===== config.mk =====
export PLATFORM = sky130hd
export DESIGN_NAME = qspi_capture
export DESIGN_NICKNAME = d
export VERILOG_FILES = /design/src/common/qspi_cfg.svh /design/src/common/qspi_pkg.sv /design/src/qspi_phy/qspi_capture.sv
export SDC_FILE = /design/constraint.sdc
export NUM_CORES = 1
export LEC_CHECK = 0
export ABC_AREA = 0
export BUFFER_PORTS_ARGS = -buffer_cell sky130_fd_sc_hd__buf_2
export CAP_MARGIN = 20
export CORE_MARGIN = 5
export CORE_UTILIZATION = 55
export DETAILED_ROUTE_END_ITERATION = 10
export PLACE_DENSITY_LB_ADDON = 0.12
export SLEW_MARGIN = 20
export SYNTH_ARGS = -nofsm -noshare
export SYNTH_HDL_FRONTEND = slang
export SYNTH_SLANG_ARGS = --single-unit

===== constraint.sdc =====
create_clock -name I_clk_25M -period 6.6 [get_ports I_clk_25M]
set_input_delay 0.66 -clock I_clk_25M [delete_from_list [all_inputs] [get_ports I_clk_25M]]
set_output_delay 0.66 -clock I_clk_25M [all_outputs]
set_load 0.05 [all_outputs]

===== src/common/qspi_cfg.svh =====
`ifndef QSPI_CFG_SVH
`define QSPI_CFG_SVH

// flash opcodes
`define QSPI_OP_WREN    8'h06   // write enable
`define QSPI_OP_RDSR    8'h05   // read status register
`define QSPI_OP_SE      8'h20   // sector erase
`define QSPI_OP_PP      8'h02   // page program
`define QSPI_OP_READ    8'h03   // read data, single lane
`define QSPI_OP_QREAD   8'h6B   // quad output read

// transfer geometry
`define QSPI_ADDR_W     24      // flash address bits
`define QSPI_DUMMY_CLKS 8       // sclk periods before quad data
`define QSPI_SCLK_DIV   2       // system clocks per sclk period

`endif


===== src/common/qspi_pkg.sv =====
package qspi_pkg;

    // command types seen at the user port
    typedef enum logic [2:0]
    {
        CMD_WREN  = 3'd0,
        CMD_RDSR  = 3'd1,
        CMD_SE    = 3'd2,
        CMD_PP    = 3'd3,
        CMD_READ  = 3'd4,
        CMD_QREAD = 3'd5
    } cmd_type_e;

    typedef enum logic
    {
        LANE_SINGLE = 1'b0,     // io0 out, io1 in
        LANE_QUAD   = 1'b1      // io3..io0, high nibble first
    } lane_mode_e;

    // sequencer phases
    typedef enum logic [2:0]
    {
        IDLE, CMD, ADDR, WDATA, DUMMY, RDATA, FINISH
    } seq_state_e;

endpackage


===== src/qspi_phy/qspi_capture.sv =====
`timescale 1ns/1ps

module qspi_capture
(
    input  logic                 I_clk_25M,
    input  logic                 I_rst_n,
    input  logic                 read_en,
    input  qspi_pkg::lane_mode_e lane_mode,
    input  logic                 sample_tick,
    input  logic [3:0]           io_in,
    output logic                 byte_valid,
    output logic [7:0]           read_data
);

    logic [7:0] shreg;
    logic [3:0] bit_cnt;
    logic [3:0] step;
    logic [7:0] assembled;
    logic       quad;

    assign quad      = (lane_mode == qspi_pkg::LANE_QUAD);
    assign step      = quad ? 4'd4 : 4'd1;
    assign assembled = quad ? {shreg[3:0], io_in} : {shreg[6:0], io_in[1]};  // single reads io1

    always_ff @(posedge I_clk_25M)
    begin
        if (!I_rst_n)
        begin
            bit_cnt    <= 4'd0;
            byte_valid <= 1'b0;
        end
        else if (!read_en)
        begin
            bit_cnt    <= 4'd0;         // ready for the next read
            byte_valid <= 1'b0;
        end
        else if (sample_tick)
        begin
            bit_cnt    <= (bit_cnt + step == 4'd8) ? 4'd0 : bit_cnt + step;
            byte_valid <= (bit_cnt + step == 4'd8);
        end
        else
            byte_valid <= 1'b0;
    end

    // byte assembly, held until the next read completes
    always_ff @(posedge I_clk_25M)
    begin
        if (read_en && sample_tick)
        begin
            shreg <= assembled;
            if (bit_cnt + step == 4'd8)
                read_data <= assembled;
        end
    end

endmodule


-- After elaboration in Yosys (flattened, before gate mapping)
Cells that the tools add are included.
- add/sub/neg operators: 1
- equal/unequal tests: 1
- mux-type cells: 3
- reduce and logical (&&, ||, !) cells: 4
- operator list (cell ; count):
    8-bit 2-to-1 mux ; 1
    4-bit by 3-bit adder with 4-bit output ; 1
    4-bit equality test, second input constant ; 1
    4-bit 2-to-1 mux ; 1
    2-bit AND reduction ; 2
    3-bit 2-to-1 mux ; 1
    3-bit AND reduction ; 1
    1-bit logical AND ; 1
- logic and storage cells: 13
- output and inout port bits: 9
- register bits: 20
- input port bits: 9

-- Longest topological paths before layout
- depth after elaboration: 4
- depth in mapped cells: 7

-- Worst setup path after synthesis
Ideal clock, no wire load.
- kind: input port to flip-flop
- from: in lane_mode
- to: reg read_data[0], enable pin
- arrival: 2159 ps
- buffers on the path: 1
- cell stages on the path: 7
- library setup time: 370 ps
- slack: 4071 ps
- required time: 6230 ps
- cell sequence: buf_2 > inv_1 > ha_1 > ha_1 > xor2_1 > or3_4 > nor3_2
- longest elaborated chain between the ends: 4
- ends and longest elaborated chain (what ; RTL line ; text):
    start: declaration ; qspi_capture.sv:8 ; input qspi_pkg::lane_mode_e lane_mode,
    3-bit 2-to-1 mux ; qspi_capture.sv:22 ; assign step = quad ? 4'd4 : 4'd1;
    4-bit by 3-bit adder with 4-bit output ; qspi_capture.sv:52 ; if (bit_cnt + step == 4'd8)
    4-bit equality test ; qspi_capture.sv:52 ;
    2-bit AND reduction (no source line) ; - ;
    end signal: assignment ; qspi_capture.sv:53 ; read_data <= assembled;
    end: declaration ; qspi_capture.sv:12 ; output logic [7:0] read_data
No other way between the ends.
A chain may end at the register's enable or synchronous reset.

-- Worst setup path in the final report
- from: in lane_mode
- to: reg read_data[6], enable pin
The elaborated chain is that of the path after synthesis.

==> impl_metrics.csv <==
group,metric,value,unit
status,status,"finished clean",
sta,finalHoldViolations,0,
floorplanning,dieArea,2380,um2
sta,min_period_over_period,0.364,
layout,diodes,0,
global_route,grt-ovfl-total,0,
sta,slew_headroom,0.597,
place,dpl.hpwl,986,um
yosys,yosysMostFrequentCell,"edfxtp_1",
critical_path,cp.arrival,2.35,ns
floorplanning,coreArea,1470,um2
route,routed_wl,1310,um
route,dr_total_vias,470,
cts,clk_latency,0.30,ns
cts,cts_hold_buf,0,
sta,setup_viol,0,
sta,max_freq,416,MHz
yosys,synth_mux_area_frac,0.145,
place,port_buffers,17,
global_route,grt_pass1_vias,499,
place,dp_slack,3.87,ns
sta,setup_slack,4.20,ns
route,antenna_left,0,
floorplanning,die_y,48.8,um
cts,ctsResizeCount,0,
critical_path,criticalPathCategory,"in -> reg",
cts,postCtsSetupRepairBufs,0,
sta,report.final.slew_viol_count,0,
yosys,synth_xor_area_frac,0.0211,
critical_path,path_common_cell,"ha_1",
power,vdd_drop_max,0.131,mV
cts,clock_sinks,20,
flow_run,max_cap_viol_count,0,
critical_path,cp.required,6.54,ns
yosys,synth_top_family_by_area,"multiplexers",
yosys,synth-compound-area-share,0.0181,
yosys,yosysWarningCount,0,
global_route,grtUsageTotal,0.125,
yosys,ys_seq_area_frac,0.664,
power,p_leak,0.000384,uW
route,drt-pass1-iter-count,4,
sta,fin_skew,0.00816,ns
yosys,netlist_area,830,um2
cts,clk_pin_slew,0.11,ns
route,wl_per_cell,14.7,um
route,drc_errors,0,
critical_path,path_cells,"buf_2 > inv_1 > ha_1 > ha_1 > xor2_1 > or3_4 > nor3_2",
critical_path,crit_slowest_cell,"nor3_2",
yosys,ys_top_cells_by_count,"edfxtp_1 (15), dfxtp_1 (5), mux2_2 (5)",
critical_path,r2r_slack,4.53,ns
place,dp.cells,85,
global_route,grt_pass1_wl,2280,um
global_route,antenna_found_initial,0,
global_route,grt_max_degree,12,
sta,tns,0,ns
sta,fin_crit,2.40,ns
worst_hold_path,hold_path_class,"reg -> reg",
critical_path,start_kind,"primary input",
cts,numCtsBuffers,3,
sta,rsz0062_at_grt,"false",
place,routabilityCongestion,0.679,
cts,cts_tree,"built",
yosys,synthesis.nets,66,
layout,final_cells,89,
yosys,synth_edf_count,15,
cts,cts_max_level,1,
critical_path,max_stage_delay,0.47,ns
yosys,synthArstFlopShare,0,
power,pwr_density_cell,228,nW/um2
route,drt-initial-drc-count,16,
floorplanning,die_w,48.8,um
yosys,yosysTopAreaCellShare,0.543,
layout,final_layout_size_suffix_gt1_frac,0.384,
critical_path,end_kind,"flop",
floorplanning,ios,18,
yosys,yosysTopAreaCell,"edfxtp_1",
layout,syn2layout_area_growth,14.8,%
yosys,yosys.area_share.simple,0.0830,
yosys,syn_avg_cell_area,15.4,um2
yosys,synthCells,54,
cts,cts_root_buf,"clkbuf_4",
critical_path,cp_max_fo,10,
yosys,yosys_most_used_dff,"edfxtp_1",
layout,nets,86,
yosys,ys_ff_latch,20,
floorplanning,start_util,0.564,
floorplanning,rows,14,
sta,worst_pin_slew,0.601,ns
cts,clock_tree.buffer_depth,2,
yosys,synthAdderAreaFrac,0.0452,
yosys,post_synth_num_cell_types,20,
layout,fillers,119,
yosys,yosys-top-cells-area,"edfxtp_1 (54%), dfxtp_1 (12%), mux2_2 (6.8%), ha_1 (4.5%), mux2_1 (4.1%)",
route,viasPerCell,5.28,
==> worst max-delay path, delay by kind of cell <==
| family | cells | cell delay (ns) |
|---|---|---|
| XOR/XNOR | 1 | 0.18 |
| adder cells (fa/ha/maj) | 2 | 0.40 |
| AND/OR/NAND/NOR | 2 | 0.82 |
| buffers and inverters | 2 | 0.28 |
==> metal layers <==
metal	share of wire	track usage	vias to the layer above
met3	0.063	0.0398	2
li1	-	-	237
met2	0.41	0.163	15
met1	0.51	0.193	216
met5	0	0	-
met4	0.011	0.0404	0
==> placed cells by master (no fill, tap or decap), drive strengths merged <==
| cell | synthesis | layout |
|---|---|---|
| buf | 1 | 17 |
| edfxtp | 15 | 15 |
| mux2 | 8 | 8 |
| dfxtp | 5 | 5 |
| inv | 3 | 3 |
| mux2i | 3 | 3 |
| nor2 | 3 | 3 |
| ha | 3 | 3 |
| clkbuf | 1 | 3 |
| nand2 | 2 | 2 |
| xor2 | 2 | 2 |
| nor3 | 2 | 2 |
| a31oi | 1 | 1 |
| or3 | 1 | 1 |
| nor4 | 1 | 1 |
| nand3 | 1 | 1 |
| nand2b | 1 | 1 |
| o32ai | 1 | 1 |
| clkinv | 0 | 1 |
==> flip-flops by register name, indices dropped and copies added (netlist names) <==
name	cells
read_data	8
bit_cnt	4
byte_valid	1
shreg	7
==> path summary, 6_finish.rpt <==
| kind | from | end | cells after the start |
|---|---|---|---|
| worst min register to register | bit_cnt[3] | bit_cnt[3] | 2 |
| worst max register to register | bit_cnt[0] | read_data[6] | 5 |
| worst min-delay path | bit_cnt[3] | bit_cnt[3] | 2 |
| worst max-delay path | lane_mode | read_data[6] | 7 |
==> kinds of logic (layout without fill, tap and decap cells) <==
kind of cell,after synthesis,in the layout
flip-flops,20,20
multiplexers,11,11
AND/OR/NAND/NOR,11,11
buffers and inverters,5,24
adder cells (fa/ha/maj),3,3
AO/OA/AOI/OAI,2,2
XOR/XNOR,2,2
==> layout make-up <==
type	count	area, um2	area share
Clock inverter	1	3.75	0.00394
Multi-Input combinational cell	29	259	0.272
Timing Repair Buffer	17	85.1	0.0894
Clock buffer	3	22.5	0.0237
Inverter	3	11.3	0.0118
Sequential cell	20	551	0.578
Tap cell	16	20.0	0.0210
==> power by group <==
group          switching, uW  total (uW)  internal [uW]
clock                   37.1        59.1           22.0
sequential              1.15         140            139
combinational           9.65        17.8           8.14
total                   47.9         217            169
==> metrics by stage <==
step,instance area [um2],power (uW),util,hold slack (ns)
final,952,217,0.647,0.525
after global routing,952,227,0.647,0.560
after CTS,952,217,0.647,0.525
after detailed placement,926,160,0.629,0.501
after global placement,926,160,0.629,0.495
after floorplan,830,155,-,0.465
Power figures use the tool's default switching activity.
