File: config.mk
export PLATFORM = sky130hd
export DESIGN_NAME = qspi_sequencer
export DESIGN_NICKNAME = d
export VERILOG_FILES = /design/src/common/qspi_pkg.sv /design/src/verilog/qspi_sequencer.sv
export VERILOG_INCLUDE_DIRS = /design/src /design/src/common
export SDC_FILE = /design/constraint.sdc
export NUM_CORES = 1
export LEC_CHECK = 0
export BUFFER_PORTS_ARGS = -buffer_cell sky130_fd_sc_hd__clkbuf_2
export CORE_ASPECT_RATIO = 1.4
export CORE_MARGIN = 3
export CORE_UTILIZATION = 30
export DETAILED_ROUTE_END_ITERATION = 7
export GPL_TIMING_DRIVEN = 0
export SYNTH_ARGS = -nofsm -noshare
export SYNTH_HDL_FRONTEND = slang
export SYNTH_SLANG_ARGS = --single-unit
File: constraint.sdc
create_clock -name I_clk_25M -period 3.1 [get_ports I_clk_25M]
set_clock_uncertainty 0.2 [all_clocks]
set_input_delay 0.62 -clock I_clk_25M [delete_from_list [all_inputs] [get_ports I_clk_25M]]
set_output_delay 0.62 -clock I_clk_25M [all_outputs]
set_load 0.05 [all_outputs]
File: src/common/qspi_cfg.svh
`ifndef QSPI_CFG_SVH
`define QSPI_CFG_SVH

// flash opcodes
`define QSPI_OP_WREN    8'h06   // write enable
`define QSPI_OP_RDSR    8'h05   // read status register
`define QSPI_OP_SE      8'h20   // sector erase
`define QSPI_OP_PP      8'h02   // page program
`define QSPI_OP_READ    8'h03   // read data, single lane
`define QSPI_OP_QREAD   8'h6B   // quad output read

// transfer geometry
`define QSPI_ADDR_W     24      // flash address bits
`define QSPI_DUMMY_CLKS 8       // sclk periods before quad data
`define QSPI_SCLK_DIV   2       // system clocks per sclk period

`endif

File: src/common/qspi_pkg.sv
package qspi_pkg;

    // command types seen at the user port
    typedef enum logic [2:0]
    {
        CMD_WREN  = 3'd0,
        CMD_RDSR  = 3'd1,
        CMD_SE    = 3'd2,
        CMD_PP    = 3'd3,
        CMD_READ  = 3'd4,
        CMD_QREAD = 3'd5
    } cmd_type_e;

    typedef enum logic
    {
        LANE_SINGLE = 1'b0,     // io0 out, io1 in
        LANE_QUAD   = 1'b1      // io3..io0, high nibble first
    } lane_mode_e;

    // sequencer phases
    typedef enum logic [2:0]
    {
        IDLE, CMD, ADDR, WDATA, DUMMY, RDATA, FINISH
    } seq_state_e;

endpackage

File: src/verilog/qspi_sequencer.sv
`timescale 1ns/1ps
`include "qspi_cfg.svh"

module qspi_sequencer
(
    input  logic                    I_clk_25M,
    input  logic                    I_rst_n,
    input  logic                    start,
    input  qspi_pkg::cmd_type_e     cmd_type,
    input  logic [`QSPI_ADDR_W-1:0] addr,
    input  logic [7:0]              wr_data,
    output logic                    busy,
    output logic                    done,
    output logic                    qspi_cs_n,
    output logic                    sclk_run,
    output logic                    load,
    output logic [`QSPI_ADDR_W-1:0] tx_word,
    output logic [4:0]              tx_bits,
    output qspi_pkg::lane_mode_e    lane_mode,
    output logic                    drive_en,
    input  logic                    shift_done,
    output logic                    read_en,
    input  logic                    byte_valid
);

    localparam int PAD_W = `QSPI_ADDR_W - 8;

    qspi_pkg::seq_state_e    state;
    qspi_pkg::seq_state_e    nxt_state;
    qspi_pkg::cmd_type_e     cmd_q;
    logic [`QSPI_ADDR_W-1:0] addr_q;
    logic [7:0]              data_q;
    qspi_pkg::lane_mode_e    nxt_lane;
    logic                    nxt_drive;

    function automatic logic [7:0] op_of(input qspi_pkg::cmd_type_e c);
        case (c)
            qspi_pkg::CMD_RDSR:  return `QSPI_OP_RDSR;
            qspi_pkg::CMD_SE:    return `QSPI_OP_SE;
            qspi_pkg::CMD_PP:    return `QSPI_OP_PP;
            qspi_pkg::CMD_READ:  return `QSPI_OP_READ;
            qspi_pkg::CMD_QREAD: return `QSPI_OP_QREAD;
            default:             return `QSPI_OP_WREN;
        endcase
    endfunction

    //////////////////////////////////////////////////
    // next phase select, load lands on the last sclk high
    //////////////////////////////////////////////////
    always_comb
    begin
        nxt_state = state;
        load      = 1'b0;
        tx_word   = '0;
        tx_bits   = 5'd0;
        nxt_lane  = qspi_pkg::LANE_SINGLE;
        nxt_drive = 1'b1;
        case (state)
            qspi_pkg::IDLE:
                if (start)
                begin
                    load      = 1'b1;
                    tx_word   = {op_of(cmd_type), {PAD_W{1'b0}}};  // opcode left aligned
                    tx_bits   = 5'd8;
                    nxt_state = qspi_pkg::CMD;
                end
            qspi_pkg::CMD:
                if (shift_done)
                begin
                    if (cmd_q == qspi_pkg::CMD_WREN)
                        nxt_state = qspi_pkg::FINISH;
                    else if (cmd_q == qspi_pkg::CMD_RDSR)
                    begin
                        load      = 1'b1;       // status byte straight after opcode
                        tx_bits   = 5'd8;
                        nxt_drive = 1'b0;
                        nxt_state = qspi_pkg::RDATA;
                    end
                    else
                    begin
                        load      = 1'b1;
                        tx_word   = addr_q;
                        tx_bits   = 5'(`QSPI_ADDR_W);
                        nxt_state = qspi_pkg::ADDR;
                    end
                end
            qspi_pkg::ADDR:
                if (shift_done)
                begin
                    case (cmd_q)
                        qspi_pkg::CMD_PP:
                        begin
                            load      = 1'b1;
                            tx_word   = {data_q, {PAD_W{1'b0}}};
                            tx_bits   = 5'd8;
                            nxt_state = qspi_pkg::WDATA;
                        end
                        qspi_pkg::CMD_READ:
                        begin
                            load      = 1'b1;
                            tx_bits   = 5'd8;
                            nxt_drive = 1'b0;
                            nxt_state = qspi_pkg::RDATA;
                        end
                        qspi_pkg::CMD_QREAD:
                        begin
                            load      = 1'b1;   // clocks only, pins released
                            tx_bits   = 5'(`QSPI_DUMMY_CLKS);
                            nxt_drive = 1'b0;
                            nxt_state = qspi_pkg::DUMMY;
                        end
                        default: nxt_state = qspi_pkg::FINISH;  // sector erase
                    endcase
                end
            qspi_pkg::WDATA:
                if (shift_done)
                    nxt_state = qspi_pkg::FINISH;
            qspi_pkg::DUMMY:
                if (shift_done)
                begin
                    load      = 1'b1;
                    tx_bits   = 5'd2;           // two nibbles
                    nxt_lane  = qspi_pkg::LANE_QUAD;
                    nxt_drive = 1'b0;
                    nxt_state = qspi_pkg::RDATA;
                end
            qspi_pkg::RDATA:
                if (byte_valid)
                    nxt_state = qspi_pkg::FINISH;
            default: nxt_state = qspi_pkg::IDLE;   // FINISH
        endcase
    end

    always_ff @(posedge I_clk_25M)
    begin
        if (!I_rst_n)
        begin
            state     <= qspi_pkg::IDLE;
            busy      <= 1'b0;
            done      <= 1'b0;
            qspi_cs_n <= 1'b1;
            sclk_run  <= 1'b0;
            read_en   <= 1'b0;
            lane_mode <= qspi_pkg::LANE_SINGLE;
            drive_en  <= 1'b0;
        end
        else
        begin
            state <= nxt_state;
            done  <= 1'b0;
            if (load)
            begin
                lane_mode <= nxt_lane;
                drive_en  <= nxt_drive;
            end
            if (state == qspi_pkg::IDLE && start)
            begin
                busy      <= 1'b1;
                qspi_cs_n <= 1'b0;      // cs_n falls with the first bit
                sclk_run  <= 1'b1;
            end
            if (nxt_state == qspi_pkg::RDATA && state != qspi_pkg::RDATA)
                read_en <= 1'b1;
            if (nxt_state == qspi_pkg::FINISH && state != qspi_pkg::FINISH)
            begin
                qspi_cs_n <= 1'b1;
                sclk_run  <= 1'b0;
                read_en   <= 1'b0;
            end
            if (state == qspi_pkg::FINISH)
            begin
                done <= 1'b1;           // one cycle after cs_n rises
                busy <= 1'b0;
            end
        end
    end

    // command latch
    always_ff @(posedge I_clk_25M)
    begin
        if (state == qspi_pkg::IDLE && start)
        begin
            cmd_q  <= cmd_type;
            addr_q <= addr;
            data_q <= wr_data;
        end
    end

endmodule

# Yosys cells after proc, flatten, opt, wreduce, memory -nomap -nowiden
# Cells that the tools add are included.
[totals] register_bits=45 in_bits=40 out_inout_bits=37 elab_cells=82
[op_classes] eq_ne=19 n_mux=42 bitwise=1 n_reduce_logical=9
[ops] operator="$mux 24" count=5
[ops] operator="$pmux 24 s3" count=1
[ops] operator="$pmux 7 s5" count=1
[ops] operator="$eq 3x3->1 const B" count=9
[ops] operator="$mux 3" count=8
[ops] operator="$mux 23" count=1
[ops] operator="$pmux 5 s4" count=1
[ops] operator="$pmux 3 s6" count=1
[ops] operator="$eq 3x2->1 const B" count=5
[ops] operator="$mux 5" count=3
[ops] operator="$mux 1" count=14
[ops] operator="$mux 4" count=3
[ops] operator="$eq 3x1->1 const B" count=3
[ops] operator="$pmux 3 s3" count=1
[ops] operator="$logic_not 3->1" count=2
[ops] operator="$ne 3x3->1 const B" count=2
[ops] operator="$reduce_or 2->1" count=3
[ops] operator="$pmux 1 s4" count=1
[ops] operator="$logic_and 1x1->1" count=3
[ops] operator="$pmux 1 s3" count=1
[ops] operator="$reduce_or 3->1" count=1
[ops] operator="$mux 2" count=1
[ops] operator="$not 1->1" count=1

# Longest topological paths before layout
[depth] depth_word=8 mapped_depth=6 mapped_depth_nobuf=6

# Worst setup path after synthesis
# Ideal clock, no wire load.
[synth_path] kind="input-to-output" start="input port shift_done" end="output port tx_word[10]" t_arrival_ns=2.184 required_time_ns=2.280 path_slack_ns=0.096 stages=4 n_path_buf=1 cell_sequence="nor2b_1 > o211a_1 > clkbuf_1 > and2_1"
[synth_via] elab_chain_len=2 elab_cells_between_ends=3 cone_classes="mux (3)"
[synth_rtl] element="from (decl)" line_no="qspi_sequencer.sv:21" text="input logic shift_done,"
[synth_rtl] element="$mux 24 (on tied branches)" line_no="qspi_sequencer.sv:88, qspi_sequencer.sv:68"
[synth_rtl] element="$pmux 24 s3 (*)" line_no="qspi_sequencer.sv:58" text="case (state)"
[synth_rtl] element="to (decl)" line_no="qspi_sequencer.sv:17" text="output logic [`QSPI_ADDR_W-1:0] tx_word,"
# Every way passes the cells marked *; elsewhere a longest branch is shown, timed or not.

# Final worst setup path
[layout_path] start="input port shift_done" end="output port tx_word[22]"
# Same word-level chain as after synthesis.

==> impl_metrics.yaml <==
power:
  switching_share: 0.321
  power_density_nw_per_um2: 619
  power.total_uw: 1620
  total_leakage_power_uw: 0.00114
  ir_drop_mv: 0.300
  switching_power_uw: 520
  p_int_uw: 1100
  p_comb_frac: 0.257
  seqPwrFrac: 0.472
  p_clk_frac: 0.271
yosys:
  ys_seq_area_frac: 0.615
  synth_top_area_cell: "edfxtp_1"
  yosys.area_share.adder: 0.00615
  yosys_warnings: 0
  synth-edff-count: 35
  synth_compound_area_frac: 0.148
  ys_types: 51
  avgSynthCellArea_sq_um: 12.6
  synthSimpleGateAreaFrac: 0.184
  yosysTopAreaCellShare: 0.517
  syn_area_sq_um: 2030
  synth_mux_area_frac: 0
  async_flop_share: 0
  synth_top_family_by_area: "simple AND/OR/NAND/NOR gates"
  synth_xor_area_frac: 0
  synth_ff_type: "edfxtp_1"
  synth-seq-cells: 45
  synth_cells: 162
  yosys-top-cells-area: "edfxtp_1 (52%), dfxtp_1 (9.8%), and2_1 (5.2%)"
placement:
  numPortBuffers: 74
  dp_hpwl_um: 3180
  routabilityCongestion: 0.834
  placed_area_sq_um: 2500
cells_and_area:
  drive_above_1_share: 0.404
  utilization: 0.410
  stdcell_area_sq_um: 2620
  syn_to_final_growth_pct: 28.7
  mostFrequentLayoutCell: "clkbuf_2"
  final_cell_mix: "clkbuf_2 (76), edfxtp_1 (35), and2_1 (17), dfxtp_1 (10)"
  design.final.nets: 285
  antennaDiodeCount: 0
sta:
  fin_hold_ws_ns: 0.250
  hold_viol: 0
  rsz0062_at_grt: "false"
  fmax_mhz: 343
  tns_ns: 0
  min_period_ns: 2.92
  setup_viol: 0
  drv_slew: 0
  worstMarginPinSlew_ns: 0.748
  post-route-period-util: 0.942
  max_slew_margin: 0.500
clock_network:
  clockBufferDepth: 2
  ctsHtreeMaxLevel: 2
  cts_buffers: 5
  cts_sinks: 45
  cts_tree: "done"
  cts_root_buf: "clkbuf_8"
  clkTransAtPathRegs_ns: 0.08
  clk-insertion-delay-late_ns: 0.29
routing:
  wire_per_inst_um: 13.3
  drc_errors: 0
  drtAntennaViolNets: 0
  dr_total_vias: 1527
  drtIter0Drc: 64
  first_pass_iters: 4
  vias_per_cell: 4.82
  wl_um: 4210
global_routing:
  grt_max_degree: 38
  grt-ovfl-total: 0
  first_global_vias: 1469
  groute.usage.overall: 0.115
  grt_pass1_wl_um: 6860
  antenna_found_initial: 0
worst_setup_path:
  path_common_cell: "clkbuf_2"
  critPathBufInv: 3
  critical_path.startpoint_type: "primary input"
  slowest_delay_ns: 0.35
  cp_max_fo: 10
  slowest_stage: "o211a_1"
  cp.arrival_ns: 2.10
  worstPathCellList: "clkbuf_2, nor2b_1, o211a_1, clkbuf_2, a221o_1, clkbuf_2"
  path_delay_family: "buffers and inverters"
  path_class: "in2out"
  crit_path_end_kind: "output port"
  crit_required_ns: 2.28
floorplanning:
  ios: 77
  start_util: 0.319
  die_w_um: 75.6
  fp-row-count: 34
  die_h_um: 103
  core_area_sq_um: 6380
  die_area_sq_um: 7820
min_path:
  hold_path.class: "reg2reg"
status:
  status: "finished clean"
flow_run:
  maxCapViolations: 0
==> power groups by stage <==
stage	clock (uW)	combinational [uW]	sequential, uW
after global placement	0	420	778
after global routing	475	454	775
final	440	417	765
after CTS	453	423	766
after detailed placement	0	421	780
after floorplan	0	271	818
==> final timing paths <==
path / start / to / slack, ns / cells past startpoint
worst max-delay path: shift_done / tx_word[22] / 0.18 / 6
worst min-delay path: lane_mode / lane_mode / 0.25 / 2
worst max register to register: state[1] / read_en / 0.76 / 6
worst min register to register: lane_mode / lane_mode / 0.25 / 2
==> cell usage after synthesis (all sizes together) (2+ instances only) <==
library cell,count
edfxtp,35
and2,17
dfxtp,10
inv,9
a21oi,8
a221o,7
buf,6
nand2,6
nand2b,5
nor2,5
clkbuf,4
nor2b,4
o21ai,4
or3b,4
nand3b,3
nor3b,3
a22o,2
a32oi,2
nor4bb,2
o21a,2
o22ai,2
==> repair_timing <==
| action | 4_1_cts | 5_1_grt |
|---|---|---|
| endpoints found under the hold margin | 0 | 0 |
| hold buffers | 0 | 0 |
| setup buffers | 0 | 0 |
| endpoints found under the setup margin | 4 | 19 |
| resized for setup | 2 | 4 |
| pin swaps | 0 | 0 |
==> metrics by stage <==
| stage | std cells | setup WS [ns] |
|---|---|---|
| floorplan | 163 | 0.0956 |
| global placement | 309 | 0.0580 |
| detailed placement | 309 | 0.0465 |
| CTS | 317 | 0.0401 |
| global route | 317 | 0.0258 |
| finish | 317 | 0.180 |
==> state kept, by name (all words and copies together), names as in the netlist <==
signal / cells
cmd_q: 3
done: 1
busy: 1
lane_mode: 1
qspi_cs_n: 1
addr_q: 24
sclk_run: 1
read_en: 1
drive_en: 1
state: 3
data_q: 8
==> worst reg2reg max path: stages (launching register included) <==
cell     delay [ns]
dfxtp_1        0.36
or4b_1         0.51
buf_2          0.20
inv_2          0.57
a211o_1        0.19
o31ai_1        0.09
o22ai_1        0.18
==> area by class of cell <==
cell class	count	area [sq um]
inverters	9	33.8
clock inverters	2	38.8
fillers	649	3760
flip-flops and latches	45	1250
clock buffers	6	72.6
well taps	72	90.1
plain buffers	10	61.3
multi-input cells	99	699
repair buffers	74	370
==> kinds of logic after synthesis <==
logic type,Yosys count
AND/OR/NAND/NOR,57
flip-flops,45
AO/OA/AOI/OAI,39
buffers and inverters,19
adder cells (fa/ha/maj),1
other,1
==> per-layer routing <==
layer	GRT usage	part of all wire	up-vias
met4	0.0511	0.013	0
met2	0.182	0.51	50
met3	0.0464	0.073	6
li1	-	-	768
met1	0.137	0.40	703
met5	0	0	-
(Power assumes the default switching activity.)
