<file path="src/common/qspi_cfg.svh">
`ifndef QSPI_CFG_SVH
`define QSPI_CFG_SVH

// flash opcodes
`define QSPI_OP_WREN    8'h06   // write enable
`define QSPI_OP_RDSR    8'h05   // read status register
`define QSPI_OP_SE      8'h20   // sector erase
`define QSPI_OP_PP      8'h02   // page program
`define QSPI_OP_READ    8'h03   // read data, single lane
`define QSPI_OP_QREAD   8'h6B   // quad output read

// transfer geometry
`define QSPI_ADDR_W     24      // flash address bits
`define QSPI_DUMMY_CLKS 8       // sclk periods before quad data
`define QSPI_SCLK_DIV   2       // system clocks per sclk period

`endif

</file>
<file path="src/common/qspi_pkg.sv">
package qspi_pkg;

    // command types seen at the user port
    typedef enum logic [2:0]
    {
        CMD_WREN  = 3'd0,
        CMD_RDSR  = 3'd1,
        CMD_SE    = 3'd2,
        CMD_PP    = 3'd3,
        CMD_READ  = 3'd4,
        CMD_QREAD = 3'd5
    } cmd_type_e;

    typedef enum logic
    {
        LANE_SINGLE = 1'b0,     // io0 out, io1 in
        LANE_QUAD   = 1'b1      // io3..io0, high nibble first
    } lane_mode_e;

    // sequencer phases
    typedef enum logic [2:0]
    {
        IDLE, CMD, ADDR, WDATA, DUMMY, RDATA, FINISH
    } seq_state_e;

endpackage

</file>
<file path="src/qspi_phy/qspi_shifter.sv">
`timescale 1ns/1ps
`include "qspi_cfg.svh"

module qspi_shifter
(
    input  logic                    I_clk_25M,
    input  logic                    I_rst_n,
    input  logic                    sclk_run,
    input  logic                    load,
    input  logic [`QSPI_ADDR_W-1:0] tx_word,
    input  logic [4:0]              tx_bits,
    input  qspi_pkg::lane_mode_e    lane_mode,
    input  logic                    drive_en,
    output logic                    shift_done,
    output logic                    sample_tick,
    output logic                    qspi_sclk,
    output logic [3:0]              io_out,
    output logic [3:0]              io_oe
);

    localparam logic [3:0] HALF_LAST = 4'(`QSPI_SCLK_DIV / 2 - 1);

    logic                    sclk_q;
    logic                    active;
    logic [4:0]              bit_cnt;       // bit times left
    logic [3:0]              div_cnt;
    logic [`QSPI_ADDR_W-1:0] shreg;
    logic                    edge_en;
    logic                    quad;

    assign quad        = (lane_mode == qspi_pkg::LANE_QUAD);
    assign edge_en     = active & sclk_run & (div_cnt == HALF_LAST);
    assign sample_tick = edge_en & ~sclk_q;                     // sclk about to rise
    assign shift_done  = edge_en & sclk_q & (bit_cnt == 5'd1);  // last falling edge next
    assign qspi_sclk   = sclk_q;

    // msb first, high nibble on io3..io0 in quad
    assign io_out = quad ? shreg[`QSPI_ADDR_W-1 -: 4] : {3'b000, shreg[`QSPI_ADDR_W-1]};
    assign io_oe  = (active & drive_en) ? (quad ? 4'hF : 4'h1) : 4'h0;

    //////////////////////////////////////////////////
    // sclk divider and bit counter
    //////////////////////////////////////////////////
    always_ff @(posedge I_clk_25M)
    begin
        if (!I_rst_n)
        begin
            sclk_q  <= 1'b0;
            active  <= 1'b0;
            bit_cnt <= 5'd0;
            div_cnt <= 4'd0;
        end
        else if (load)
        begin
            sclk_q  <= 1'b0;            // first bit sits on the pins with sclk low
            active  <= 1'b1;
            bit_cnt <= tx_bits;
            div_cnt <= 4'd0;
        end
        else if (active && sclk_run)
        begin
            div_cnt <= edge_en ? 4'd0 : div_cnt + 4'd1;
            if (edge_en)
            begin
                sclk_q <= ~sclk_q;
                if (sclk_q)
                begin
                    bit_cnt <= bit_cnt - 5'd1;
                    if (bit_cnt == 5'd1)
                        active <= 1'b0;
                end
            end
        end
    end

    // data moves on the falling edge
    always_ff @(posedge I_clk_25M)
    begin
        if (load)
            shreg <= tx_word;
        else if (edge_en && sclk_q)
            shreg <= quad ? (shreg << 4) : (shreg << 1);
    end

endmodule

</file>
<file path="config.mk">
export PLATFORM = sky130hd
export DESIGN_NAME = qspi_shifter
export DESIGN_NICKNAME = d
export VERILOG_FILES = /design/src/common/qspi_pkg.sv /design/src/qspi_phy/qspi_shifter.sv
export VERILOG_INCLUDE_DIRS = /design/src /design/src/common
export SDC_FILE = /design/constraint.sdc
export NUM_CORES = 1
export LEC_CHECK = 0
export BUFFER_PORTS_ARGS = -buffer_cell sky130_fd_sc_hd__buf_2
export CAP_MARGIN = 15
export CORE_MARGIN = 1.5
export CORE_UTILIZATION = 36
export CTS_CLUSTER_SIZE = 16
export DETAILED_ROUTE_END_ITERATION = 6
export PLACE_DENSITY = 0.62
export SYNTH_ARGS = -nofsm -noshare
export SYNTH_HDL_FRONTEND = slang
export SYNTH_SLANG_ARGS = --single-unit
</file>
<file path="constraint.sdc">
create_clock -name I_clk_25M -period 3.9 [get_ports I_clk_25M]
set_input_delay 0.585 -clock I_clk_25M [delete_from_list [all_inputs] [get_ports I_clk_25M]]
set_output_delay 0.585 -clock I_clk_25M [all_outputs]
set_load 0.01 [all_outputs]
</file>
# ---- Word-level counts from Yosys, hierarchy flattened
# Cells that the tools add are included.
dict set report classes {
  n_div 0
  magnitude_cmp 0
  n_bitwise 8
  eq_ne 1
  addsub 2
  multipliers 0
  shifts 0
  muxes 16
  reduce_logical 12
}
# operator n
set op_table {}
lappend op_table {{two-way mux 24 bit} 3}
lappend op_table {{two-way mux 5 bit} 4}
lappend op_table {{two-way mux 4 bit} 4}
lappend op_table {{nonzero test 2 bit} 5}
lappend op_table {{bitwise AND 1 bit} 6}
lappend op_table {{== test 5 x 1 -> 1 bit, second input constant} 1}
lappend op_table {{two-way mux 1 bit} 5}
lappend op_table {{subtractor 5 x 1 -> 5 bit, second input constant} 1}
lappend op_table {{adder 4 x 1 -> 4 bit, second input constant} 1}
lappend op_table {{logical NOT 4 bit} 1}
lappend op_table {{AND reduction 4 bit} 1}
lappend op_table {{AND reduction 3 bit} 1}
lappend op_table {{logical AND 1 bit} 2}
lappend op_table {{NOT 1 bit} 2}
lappend op_table {{AND reduction 2 bit} 1}
lappend op_table {{OR reduction 2 bit} 1}
dict set report totals {
  memories 0
  latchBits 0
  inputBits 35
  regBits 35
  romBits 0
  mem_bits_rw 0
  out_inout_bits 11
  wordCells 44
}

# ---- Depth between registers and ports, before layout
# Gate-level depths: netlist (run 1).
dict set report depth {
  word_depth 6
  ltp_mapped 6
  depth_no_buf 5
}

# ---- Least setup slack after synthesis (run 1)
# Ideal clock, no wire load.
dict set report synth_timing {
  kind {flip-flop to flip-flop}
  from {reg div_cnt[0]}
  to {reg shreg[0] (enable)}
  stages_incl_launch_ff 6
  t_required_ns 3.461
  synth_period_minus_slack_ns 3.244
  path_buffers 1
  path_slack_ns 0.656
  setup_ns 0.439
  t_arrival_ns 2.806
  path_cell_list {dfxtp_1 > inv_1 > ha_1 > or3b_1 > buf_2 > o21ai_0}
}
dict set report synth_between {
  elab_chain_len 4
}
# item line
set synth_rtl {}
lappend synth_rtl {{start, declared} qspi_shifter.sv:26} ;# logic [3:0] div_cnt;
lappend synth_rtl {{start signal, assigned} qspi_shifter.sv:62} ;# div_cnt <= edge_en ? 4'd0 : div_cnt + 4'd1;
lappend synth_rtl {{logical NOT 4 bit} qspi_shifter.sv:32} ;# assign edge_en = active & sclk_run & (div_cnt == HALF_LAST);
lappend synth_rtl {{bitwise AND 1 bit} qspi_shifter.sv:32}
lappend synth_rtl {{logical AND 1 bit} qspi_shifter.sv:81} ;# else if (edge_en && sclk_q)
lappend synth_rtl {{nonzero test 2 bit (no line)} -}
lappend synth_rtl {{end signal, assigned} qspi_shifter.sv:80} ;# shreg <= tx_word;
lappend synth_rtl {{end signal, assigned} qspi_shifter.sv:82} ;# shreg <= quad ? (shreg << 4) : (shreg << 1);
lappend synth_rtl {{end, declared} qspi_shifter.sv:27} ;# logic [`QSPI_ADDR_W-1:0] shreg;
# No other way between the ends.
# A chain may end at the register's enable or synchronous reset.

# ---- Final worst setup path (run 1)
dict set report layout_timing {
  from {reg div_cnt[0]}
  to {out shift_done}
}
dict set report layout_between {
  elab_chain_len 4
}
# item line
set layout_rtl {}
lappend layout_rtl {{logical NOT 4 bit} qspi_shifter.sv:32}
lappend layout_rtl {{bitwise AND 1 bit} qspi_shifter.sv:32}
lappend layout_rtl {{bitwise AND 1 bit (2 in series)} qspi_shifter.sv:34} ;# assign shift_done = edge_en & sclk_q & (bit_cnt == 5'd1);
lappend layout_rtl {{end, declared} qspi_shifter.sv:14} ;# output logic shift_done,
# No other way between the ends.

==> results.md, run 1 <==
- First-pass GRT wire length: around 6000 um
- Ys Warns: 0
- Setup Buffers After CTS: 0
- Largest net degree at the start of global routing: 53
- Critical path launch point type: flip-flop
- Nets: 260
- Final HPWL DP: about 2600 um
- MaxCap Viol Count: 0
- Setup-failing EPs final: 0
- Slew margin rel.: 48.9%
- Routed via count: 1470
- H-tree depth: 2
- Status: completed
- RD Place Congestion: between 0.7 and 0.8
- Slew Viols, Final: 0
- Post-synth top area share: 39.1%
- Vias in the first global route: between 1000 and 1500
- GRT Total Usage: between 10% and 20%
- Core area: 4820 sq um
- Drt drc: 0
- Seq/Total Area, Yosys: about half
- Filler cells: 483
- Storage element area: roughly 940 sq um
- Initial Utilization: a little under two fifths
- Post-synth ARST share: 0%
- Fin crit share: 63.1%
- Count leader, synth: o21ai_0
- FF+latch count, synth: 35
- Final design utilization: 45.5%
- # rows: 25
- Setup CP Type: reg2out
- GR Overflow Total: 0
- Detailed-route wire length per cell: ~13 um
- Critical Path Sink Type: output port
- TritonCTS clock tree: done
- Register-to-Register Path Depth: 5
- Synth top area cells: edfxtp_1, dfxtp_1, mux2i_1
- Final hold violations: 0
- Post-synth top area cell: edfxtp_1
- Mapped Area: 1840 sq um
- Synth cell types: 35
- Mapped Cells: 180
- I/O Buffers: 45
- Routed wire length: roughly 3700 um
- Ports: between 40 and 50
- Worst EP required: approximately 3.3 ns
- DRT iter0 DRCs: 116
- Die area: 5560 sq um
- Total CTS buffers: 5
- Crit path arrival time: 1.88 ns
- Area Overhead vs Synth: 18.9%
- Post-cts sizing count: 0
- Clock transition at the registers of the reported paths: approximately 0.070 ns
- Standby leakage power: between 0.9 and 1 nW
- RSZ-0062 raised after global routing: no
- Max Clk Rate: about 410 MHz
- Slew of the pin with the lowest slew margin: 0.767 ns
- Top FF cell, synth: edfxtp_1
- Clock buffer depth: 2
- Clock skew: 0.00681 ns
- CP max FO: 3
- Antenna diodes: 0
- Vias per cell: about 5.1
- # hold bufs at CTS: 0
- Syn Area/Cell: 10.2 sq um
- Hold Path Class: reg2reg
- Initial antenna violation count: 0
- Share of post-route cells with drive strength above 1: 25.2%
- Pre-antenna DRT Iters: 4
- Chip width: about 75 um
- Post-synth top cells: o21ai_0, nand2_1, edfxtp_1, mux2i_1, dfxtp_1
- PwrDens: around 370 nW/um^2
- Footprint of the multi-input gates: roughly 830 sq um
- ANT nets after route: 0
- Clock Sinks: 35
- Worst hold slack: ~0.5 ns
- Worst VDD drop: 178 uV
- WHS Path Cells: 2
- Die height: roughly 75 um
- EDFF count, synth: 24
- Root buf cell: clkbuf_8
- Final TNS setup: 0 ns
- Minimum clock period: about 2.5 ns
- Post-synthesis net count: 219
- Clk_lat worst skew: just under 0.3 ns
## layout by cell type (no fill, tap or decap), types with 3 or more instances in the layout
cell      count
a22o_1        3
a31oi_1       4
and2_1        5
buf_2        45
clkbuf_8      5
dfxtp_1      11
edfxtp_1     24
ha_1          4
inv_1         6
mux2i_1      20
nand2_1      25
nand3_1       6
nor2_1        4
o21ai_0      27
or3_1         3
or4_1         3
## critical path: stages, from the launching register on
cell,delay (ns)
dfxtp_1,0.33
inv_1,0.09
ha_1,0.16
or4bb_1,0.52
nor4_1,0.30
buf_2,0.19
## per-layer routing
metal | up-vias | GRT usage [%] | wire length, um
met5 | - | 0 | 0
met4 | 0 | 5.45 | 55
met3 | 5 | 4.47 | 236
met2 | 41 | 21.8 | 1650
met1 | 681 | 19.9 | 1740
li1 | 743 | - | -
## registers in the layout, indices dropped and copies added, names as in the netlist
signal / count
bit_cnt: 5
div_cnt: 4
qspi_sclk: 1
active: 1
shreg: 24
## cells by family after synthesis
group / Yosys count / synth area share, %
fa+ha+maj: 4 / 2.71
flops: 35 / 51.0
simple gates: 56 / 15.5
mux: 21 / 11.5
xor+xnor: 2 / 0.950
buf+inv: 18 / 4.27
compound gates: 44 / 14.1
## metrics by stage
| stage | setup WS (ns) | std cells | area [sq um] | total power (W) |
|---|---|---|---|---|
| after global placement | 1.66 | 281 | 2110 | 0.000558 |
| after detailed placement | 1.63 | 281 | 2110 | 0.000559 |
| after floorplan | 0.656 | 180 | 1840 | 0.000519 |
| after global routing | 1.24 | 289 | 2190 | 0.000845 |
| after CTS | 1.44 | 289 | 2190 | 0.000814 |
| final | 1.44 | 289 | 2190 | 0.000808 |
## where the power goes
part           internal [W]  switching [W]
clock network      0.000125       0.000135
logic             0.0000491      0.0000557
registers          0.000428      0.0000165
## final timing paths
check / from / endpoint / slack (ns)
worst max-delay path: div_cnt[0]$_SDFFE_PP0P_ / shift_done / 1.44
worst min-delay path: bit_cnt[3]$_SDFFE_PN0P_ / bit_cnt[3]$_SDFFE_PN0P_ / 0.49
worst max register to register: div_cnt[0]$_SDFFE_PP0P_ / shreg[22]$_DFFE_PP_ / 1.95
worst min register to register: bit_cnt[3]$_SDFFE_PN0P_ / bit_cnt[3]$_SDFFE_PN0P_ / 0.49
## final cells by class
class	count	area share, %
Sequential cell	35	42.9
Clock buffer	6	3.31
Inverter	6	1.03
Tap cell	67	3.82
Multi-Input combinational cell	127	37.8
Clock inverter	2	0.570
Timing Repair Buffer	46	10.6
Note: power is estimated with default switching activity, not from simulation.
==> inputs of run 2 (changes only) <==
==> constraint.sdc (replaced) <==
create_clock -name I_clk_25M -period 2.35 [get_ports I_clk_25M]
set_input_delay 0.3525 -clock I_clk_25M [delete_from_list [all_inputs] [get_ports I_clk_25M]]
set_output_delay 0.3525 -clock I_clk_25M [all_outputs]
set_load 0.01 [all_outputs]
==> results.md, run 2 (synthesized netlist as in run 1, its figures left out) <==
- Status: completed
- P_int: about 0.0012 W
- Most common cell after layout, fill and taps aside: buf_2
- Antenna diodes: 0
- GR Overflow Total: 0
- Critical Path Sink Type: output port
- Chip width: between 70 and 80 um
- Post-route cell area: 2270 sq um
- Reg-to-Reg End: shreg[4]$_DFFE_PP_
- Crit. Startpoint: div_cnt[0]$_SDFFE_PP0P_
- R2R Path Start: div_cnt[0]$_SDFFE_PP0P_
- Regs by FF count: shreg (24), bit_cnt (5), div_cnt (4)
- Slew of the pin with the lowest slew margin: around 0.39 ns
- Clock skew: 0.00540 ns
- Largest net degree at the start of global routing: 37
- # rows: 25
- Slew margin rel.: between 70% and 80%
- Fin crit share: 93.2%
- Critical path launch point type: flip-flop
- Minimum clock period: approximately 2.2 ns
- Clock Sinks: 35
- Switch Pwr: around 0.00034 W
- Final HPWL DP: 2700 um
- Post-DP Area: 2130 sq um
- DP Cell Count: roughly 280
- Slew Viols, Final: 0
- ANT nets after route: 0
- Detailed-route wire length per cell: approximately 13 um
- Top reg by flops: shreg
- Max reg flops: 24
- Seq pwr share: 47.1%
- Filler cells: 497
- TritonCTS clock tree: done
- Ports: 46
- Vias per cell: ~5
- DP Worst Slack: 0.415 ns
- Crit path arrival time: ~1.8 ns
- Worst setup path end: shift_done
- Share of post-route cells with drive strength above 1: a little over a quarter
- Combinational share of power: 11.6%
- Initial Utilization: between 30% and 40%
- H-tree depth: 2
- CP max FO: 3
- Final hold violations: 0
- DRT iter0 DRCs: between 70 and 80
- Nets: about 260
- Hold Path Class: in2reg
- Post-layout worst setup margin: between 0.15 and 0.2 ns
- Core area: ~4800 sq um
- Clock Power Share: 41.3%
- PwrDens: between 600 and 700 nW/um^2
- I/O Buffers: 45
- Pre-antenna DRT Iters: 4
- First-pass GRT wire length: between 5000 and 6000 um
- Switch share: about 22%
- Storage element area: 941 sq um
- Standby leakage power: ~0.97 nW
- Vias in the first global route: between 1000 and 1500
- Worst VDD drop: 290 uV
- Routed wire length: around 3800 um
- R2R setup slack: between 0.4 and 0.5 ns
- Post-Layout Cell Count: approximately 290
- Max Clk Rate: between 400 and 500 MHz
- GRT Total Usage: roughly 15%
- Root buf cell: clkbuf_8
- Total CTS buffers: 5
- Drt drc: 0
- Routed via count: approximately 1400
- Clock transition at the registers of the reported paths: about 0.070 ns
- MaxCap Viol Count: 0
- Register-to-Register Path Depth: 5
- Final TNS setup: 0 ns
- Area Overhead vs Synth: 23.1%
- Initial antenna violation count: 0
- Die area: 5560 sq um
- Clk_lat worst skew: 0.29 ns
- Most frequent cells in the layout: buf_2, o21ai_0, nand2_1
- RD Place Congestion: around 0.79
- Die height: 74.6 um
- Hold path start: tx_word[12]
- Worst EP required: approximately 2.0 ns
- Setup-failing EPs final: 0
- Footprint of the multi-input gates: around 830 sq um
- Setup CP Type: reg2out
- Clock buffer depth: 2
- RSZ-0062 raised after global routing: no
-- run 2: cell types whose count changed in the layout (fill, tap and decap cells not counted), sizes merged --
cell,previous run,this run
buf,46,49
bufinv,0,2
clkinv,1,0
clkinvlp,1,0
-- run 2: critical path, stage by stage, from the launching register on --
cell     delay [ns]
dfxtp_1        0.33
inv_1          0.09
ha_1           0.16
or4bb_1        0.53
nor4_2         0.26
buf_2          0.18
-- run 2: routing by layer --
metal,share of wire [%],GRT usage (%),vias up
li1,-,-,750
met1,49,19.2,658
met2,45,22.4,35
met3,4.0,2.57,5
met4,2.1,8.48,0
met5,0,0,-
-- run 2: through the flow --
step	utilization (%)	hold slack (ns)	total power (W)
2_1_floorplan	-	0.462	0.000860
3_3_place_gp	44.2	0.482	0.000930
3_5_place_dp	44.2	0.489	0.000934
4_1_cts	47.0	0.333	0.00158
5_1_grt	47.1	0.339	0.00163
6_report	47.1	0.338	0.00156
-- run 2: worst min-delay path by stage --
stage                                          to  slack (ns)  depth (start not counted)
after floorplan           div_cnt[3]$_SDFFE_PP0P_        0.46                          2
after global placement    div_cnt[3]$_SDFFE_PP0P_        0.48                          2
after detailed placement  div_cnt[3]$_SDFFE_PP0P_        0.49                          2
after CTS                     shreg[12]$_DFFE_PP_        0.33                          3
after global routing          shreg[12]$_DFFE_PP_        0.34                          3
final                         shreg[12]$_DFFE_PP_        0.34                          3
-- run 2: layout make-up --
type | instances | area share (%)
Sequential cell | 35 | 41.5
Multi-Input combinational cell | 127 | 36.8
Timing Repair Buffer | 49 | 11.2
Tap cell | 67 | 3.69
Clock buffer | 6 | 3.20
Clock inverter | 2 | 2.65
Inverter | 6 | 0.992
-- run 2: power by group through the flow --
| stage | sequential, W | combinational (W) | clock (W) |
|---|---|---|---|
| after CTS | 0.000737 | 0.000184 | 0.000660 |
| final | 0.000736 | 0.000182 | 0.000645 |
| after floorplan | 0.000741 | 0.000120 | 0 |
| after global placement | 0.000750 | 0.000180 | 0 |
| after detailed placement | 0.000750 | 0.000184 | 0 |
| after global routing | 0.000742 | 0.000206 | 0.000684 |
-- run 2: timing repair --
item,CTS,global route
endpoints found under the setup margin,0,1
resized for setup,0,1
setup buffers,0,0
hold buffers,0,0
hold endpoints to repair,0,0
==> inputs of run 3 (changes only) <==
--- a/config.mk
+++ b/config.mk
@@ -13,6 +13,7 @@
 export CTS_CLUSTER_SIZE = 16
 export DETAILED_ROUTE_END_ITERATION = 6
 export PLACE_DENSITY = 0.62
+export SETUP_SLACK_MARGIN = 0.2
 export SYNTH_ARGS = -nofsm -noshare
 export SYNTH_HDL_FRONTEND = slang
 export SYNTH_SLANG_ARGS = --single-unit
==> results.md, run 3 (synthesized netlist as in run 1, its figures left out) <==
- Most common cell after layout, fill and taps aside: buf_2
- Worst hold slack: 0.334 ns
- Initial antenna violation count: 0
- Final TNS setup: 0 ns
- Regs by FF count: shreg (24), bit_cnt (5), div_cnt (4)
- Crit path arrival time: 1.74 ns
- Crit-path leading delay family: simple AND/OR/NAND/NOR gates
- Post-layout worst setup margin: around 0.26 ns
- WP depth: 5
- Minimum clock period: approximately 2.1 ns
- PwrDens: slightly below 700 nW/um^2
- Clock Sinks: 35
- Critical path cell sequence: inv_2 -> ha_4 -> or4bb_4 -> nor4_4 -> buf_2
- Standby leakage power: between 0.9 and 1 nW
- Share of post-route cells with drive strength above 1: 30.4%
- Largest net degree at the start of global routing: 37
- Critical path launch point type: flip-flop
- Core area: about 4800 sq um
- Detailed-route wire length per cell: 13.1 um
- Clk_lat worst skew: slightly below 0.3 ns
- GR Overflow Total: 0
- Drt drc: 0
- Pre-antenna DRT Iters: 4
- Critical Path Sink Type: output port
- Status: completed
- Routed via count: between 1000 and 1500
- Fin crit share: approximately nine tenths
- Final hold violations: 0
- # hold bufs at CTS: 0
- Initial Utilization: a little under two fifths
- Register-to-Register Path Depth: 5
- Slew Viols, Final: 0
- Hold Path Class: in2reg
- Filler cells: about 500
- Total power draw: 0.00157 W
- Total CTS buffers: 5
- Post-Layout Cell Count: between 200 and 300
- Top reg by flops: shreg
- MaxCap Viol Count: 0
- Worst VDD drop: a little under 300 uV
- Antenna diodes: 0
- RD Place Congestion: 0.786
- DP Worst Slack: ~0.41 ns
- CP max FO: 3
- WHS Path Cells: 3
- Max incr delay on CP: roughly 0.47 ns
- Vias per cell: between 4 and 5
- Setup-failing EPs final: 0
- Footprint of the multi-input gates: approximately 860 sq um
- Clock transition at the registers of the reported paths: approximately 0.070 ns
- Count of buffer and inverter cells on the critical path: 2
- Clock buffer depth: 2
- GRT Total Usage: 14.6%
- Final HPWL DP: about 2700 um
- Routed wire length: ~3900 um
- Chip width: about 75 um
- TritonCTS clock tree: done
- DP Cell Count: around 280
- Crit-path slowest cell: or4bb_4
- Die area: roughly 5600 sq um
- RSZ-0062 raised after global routing: yes
- First-pass GRT wire length: about 5900 um
- Ports: 46
- Die height: 74.6 um
- Setup CP Type: reg2out
- Clock skew: ~0.0066 ns
- Area Overhead vs Synth: 25.5%
- H-tree depth: 2
- Most frequent cells in the layout: buf_2, o21ai_0, nand2_1
- Root buf cell: clkbuf_8
- Vias in the first global route: around 1300
- Storage element area: about 940 sq um
- Slew margin rel.: between 70 and 80%
- Nets: roughly 270
- Slew of the pin with the lowest slew margin: roughly 0.38 ns
- Max reg flops: 24
- DRT iter0 DRCs: 75
- ANT nets after route: 0
- Max Clk Rate: between 400 and 500 MHz
- Worst EP required: around 2 ns
- # rows: 25
- I/O Buffers: 45
==> run 3: changes by cell type in the layout (fill, tap and decap cells not counted), moves of 2 or more <==
cell / change
buf_4: +2
dfxtp_1: -2
dfxtp_2: +2
inv_1: -2
inv_2: +2
==> run 3: area by class of cell <==
cell class / count / area share (%)
Tap cell: 67 / 3.62
Clock inverter: 2 / 2.59
Multi-Input combinational cell: 127 / 37.2
Clock buffer: 6 / 3.14
Timing Repair Buffer: 51 / 11.7
Inverter: 6 / 0.973
Sequential cell: 35 / 40.8
==> run 3: power by group <==
group,switching (W),leakage [nW],internal (W)
clock network,0.000222,0.0654,0.000424
logic,0.000100,0.584,0.0000872
registers,0.0000265,0.331,0.000710
total,0.000349,0.980,0.00122
==> run 3: what timing repair did <==
action                                  4_1_cts  5_1_grt
pin swaps                                     1        3
endpoints found under the setup margin        2        1
buffers inserted                              0        2
resized for setup                             2        8
==> run 3: layer usage <==
| layer | track usage (%) | vias up | wire length (um) |
|---|---|---|---|
| met5 | 0 | - | 0 |
| met1 | 19.3 | 671 | 1890 |
| met3 | 2.57 | 5 | 163 |
| li1 | - | 752 | - |
| met4 | 8.48 | 0 | 79 |
| met2 | 22.4 | 36 | 1730 |
==> run 3: path summary, 6_finish.rpt <==
path	from	endpoint	slack [ns]
hold / removal	tx_word[12]	shreg[12]$_DFFE_PP_	0.33
setup reg to reg	div_cnt[0]$_SDFFE_PP0P_	shreg[0]$_SDFFCE_PN0P_	0.58
hold reg to reg	div_cnt[1]$_SDFFE_PP0P_	div_cnt[1]$_SDFFE_PP0P_	0.49
setup / recovery	div_cnt[0]$_SDFFE_PP0P_	shift_done	0.26
==> run 3: through the flow <==
stage                     cell area (sq um)  utilization (%)
after global placement                 2130             44.2
after global routing                   2310             48.1
after floorplan                        1850                -
final                                  2310             48.1
after CTS                              2270             47.2
after detailed placement               2130             44.2
==> run 3: worst min-delay path, stage by stage <==
cell,delay [ns]
buf_2,0.07
nand2_1,0.04
o21ai_0,0.05
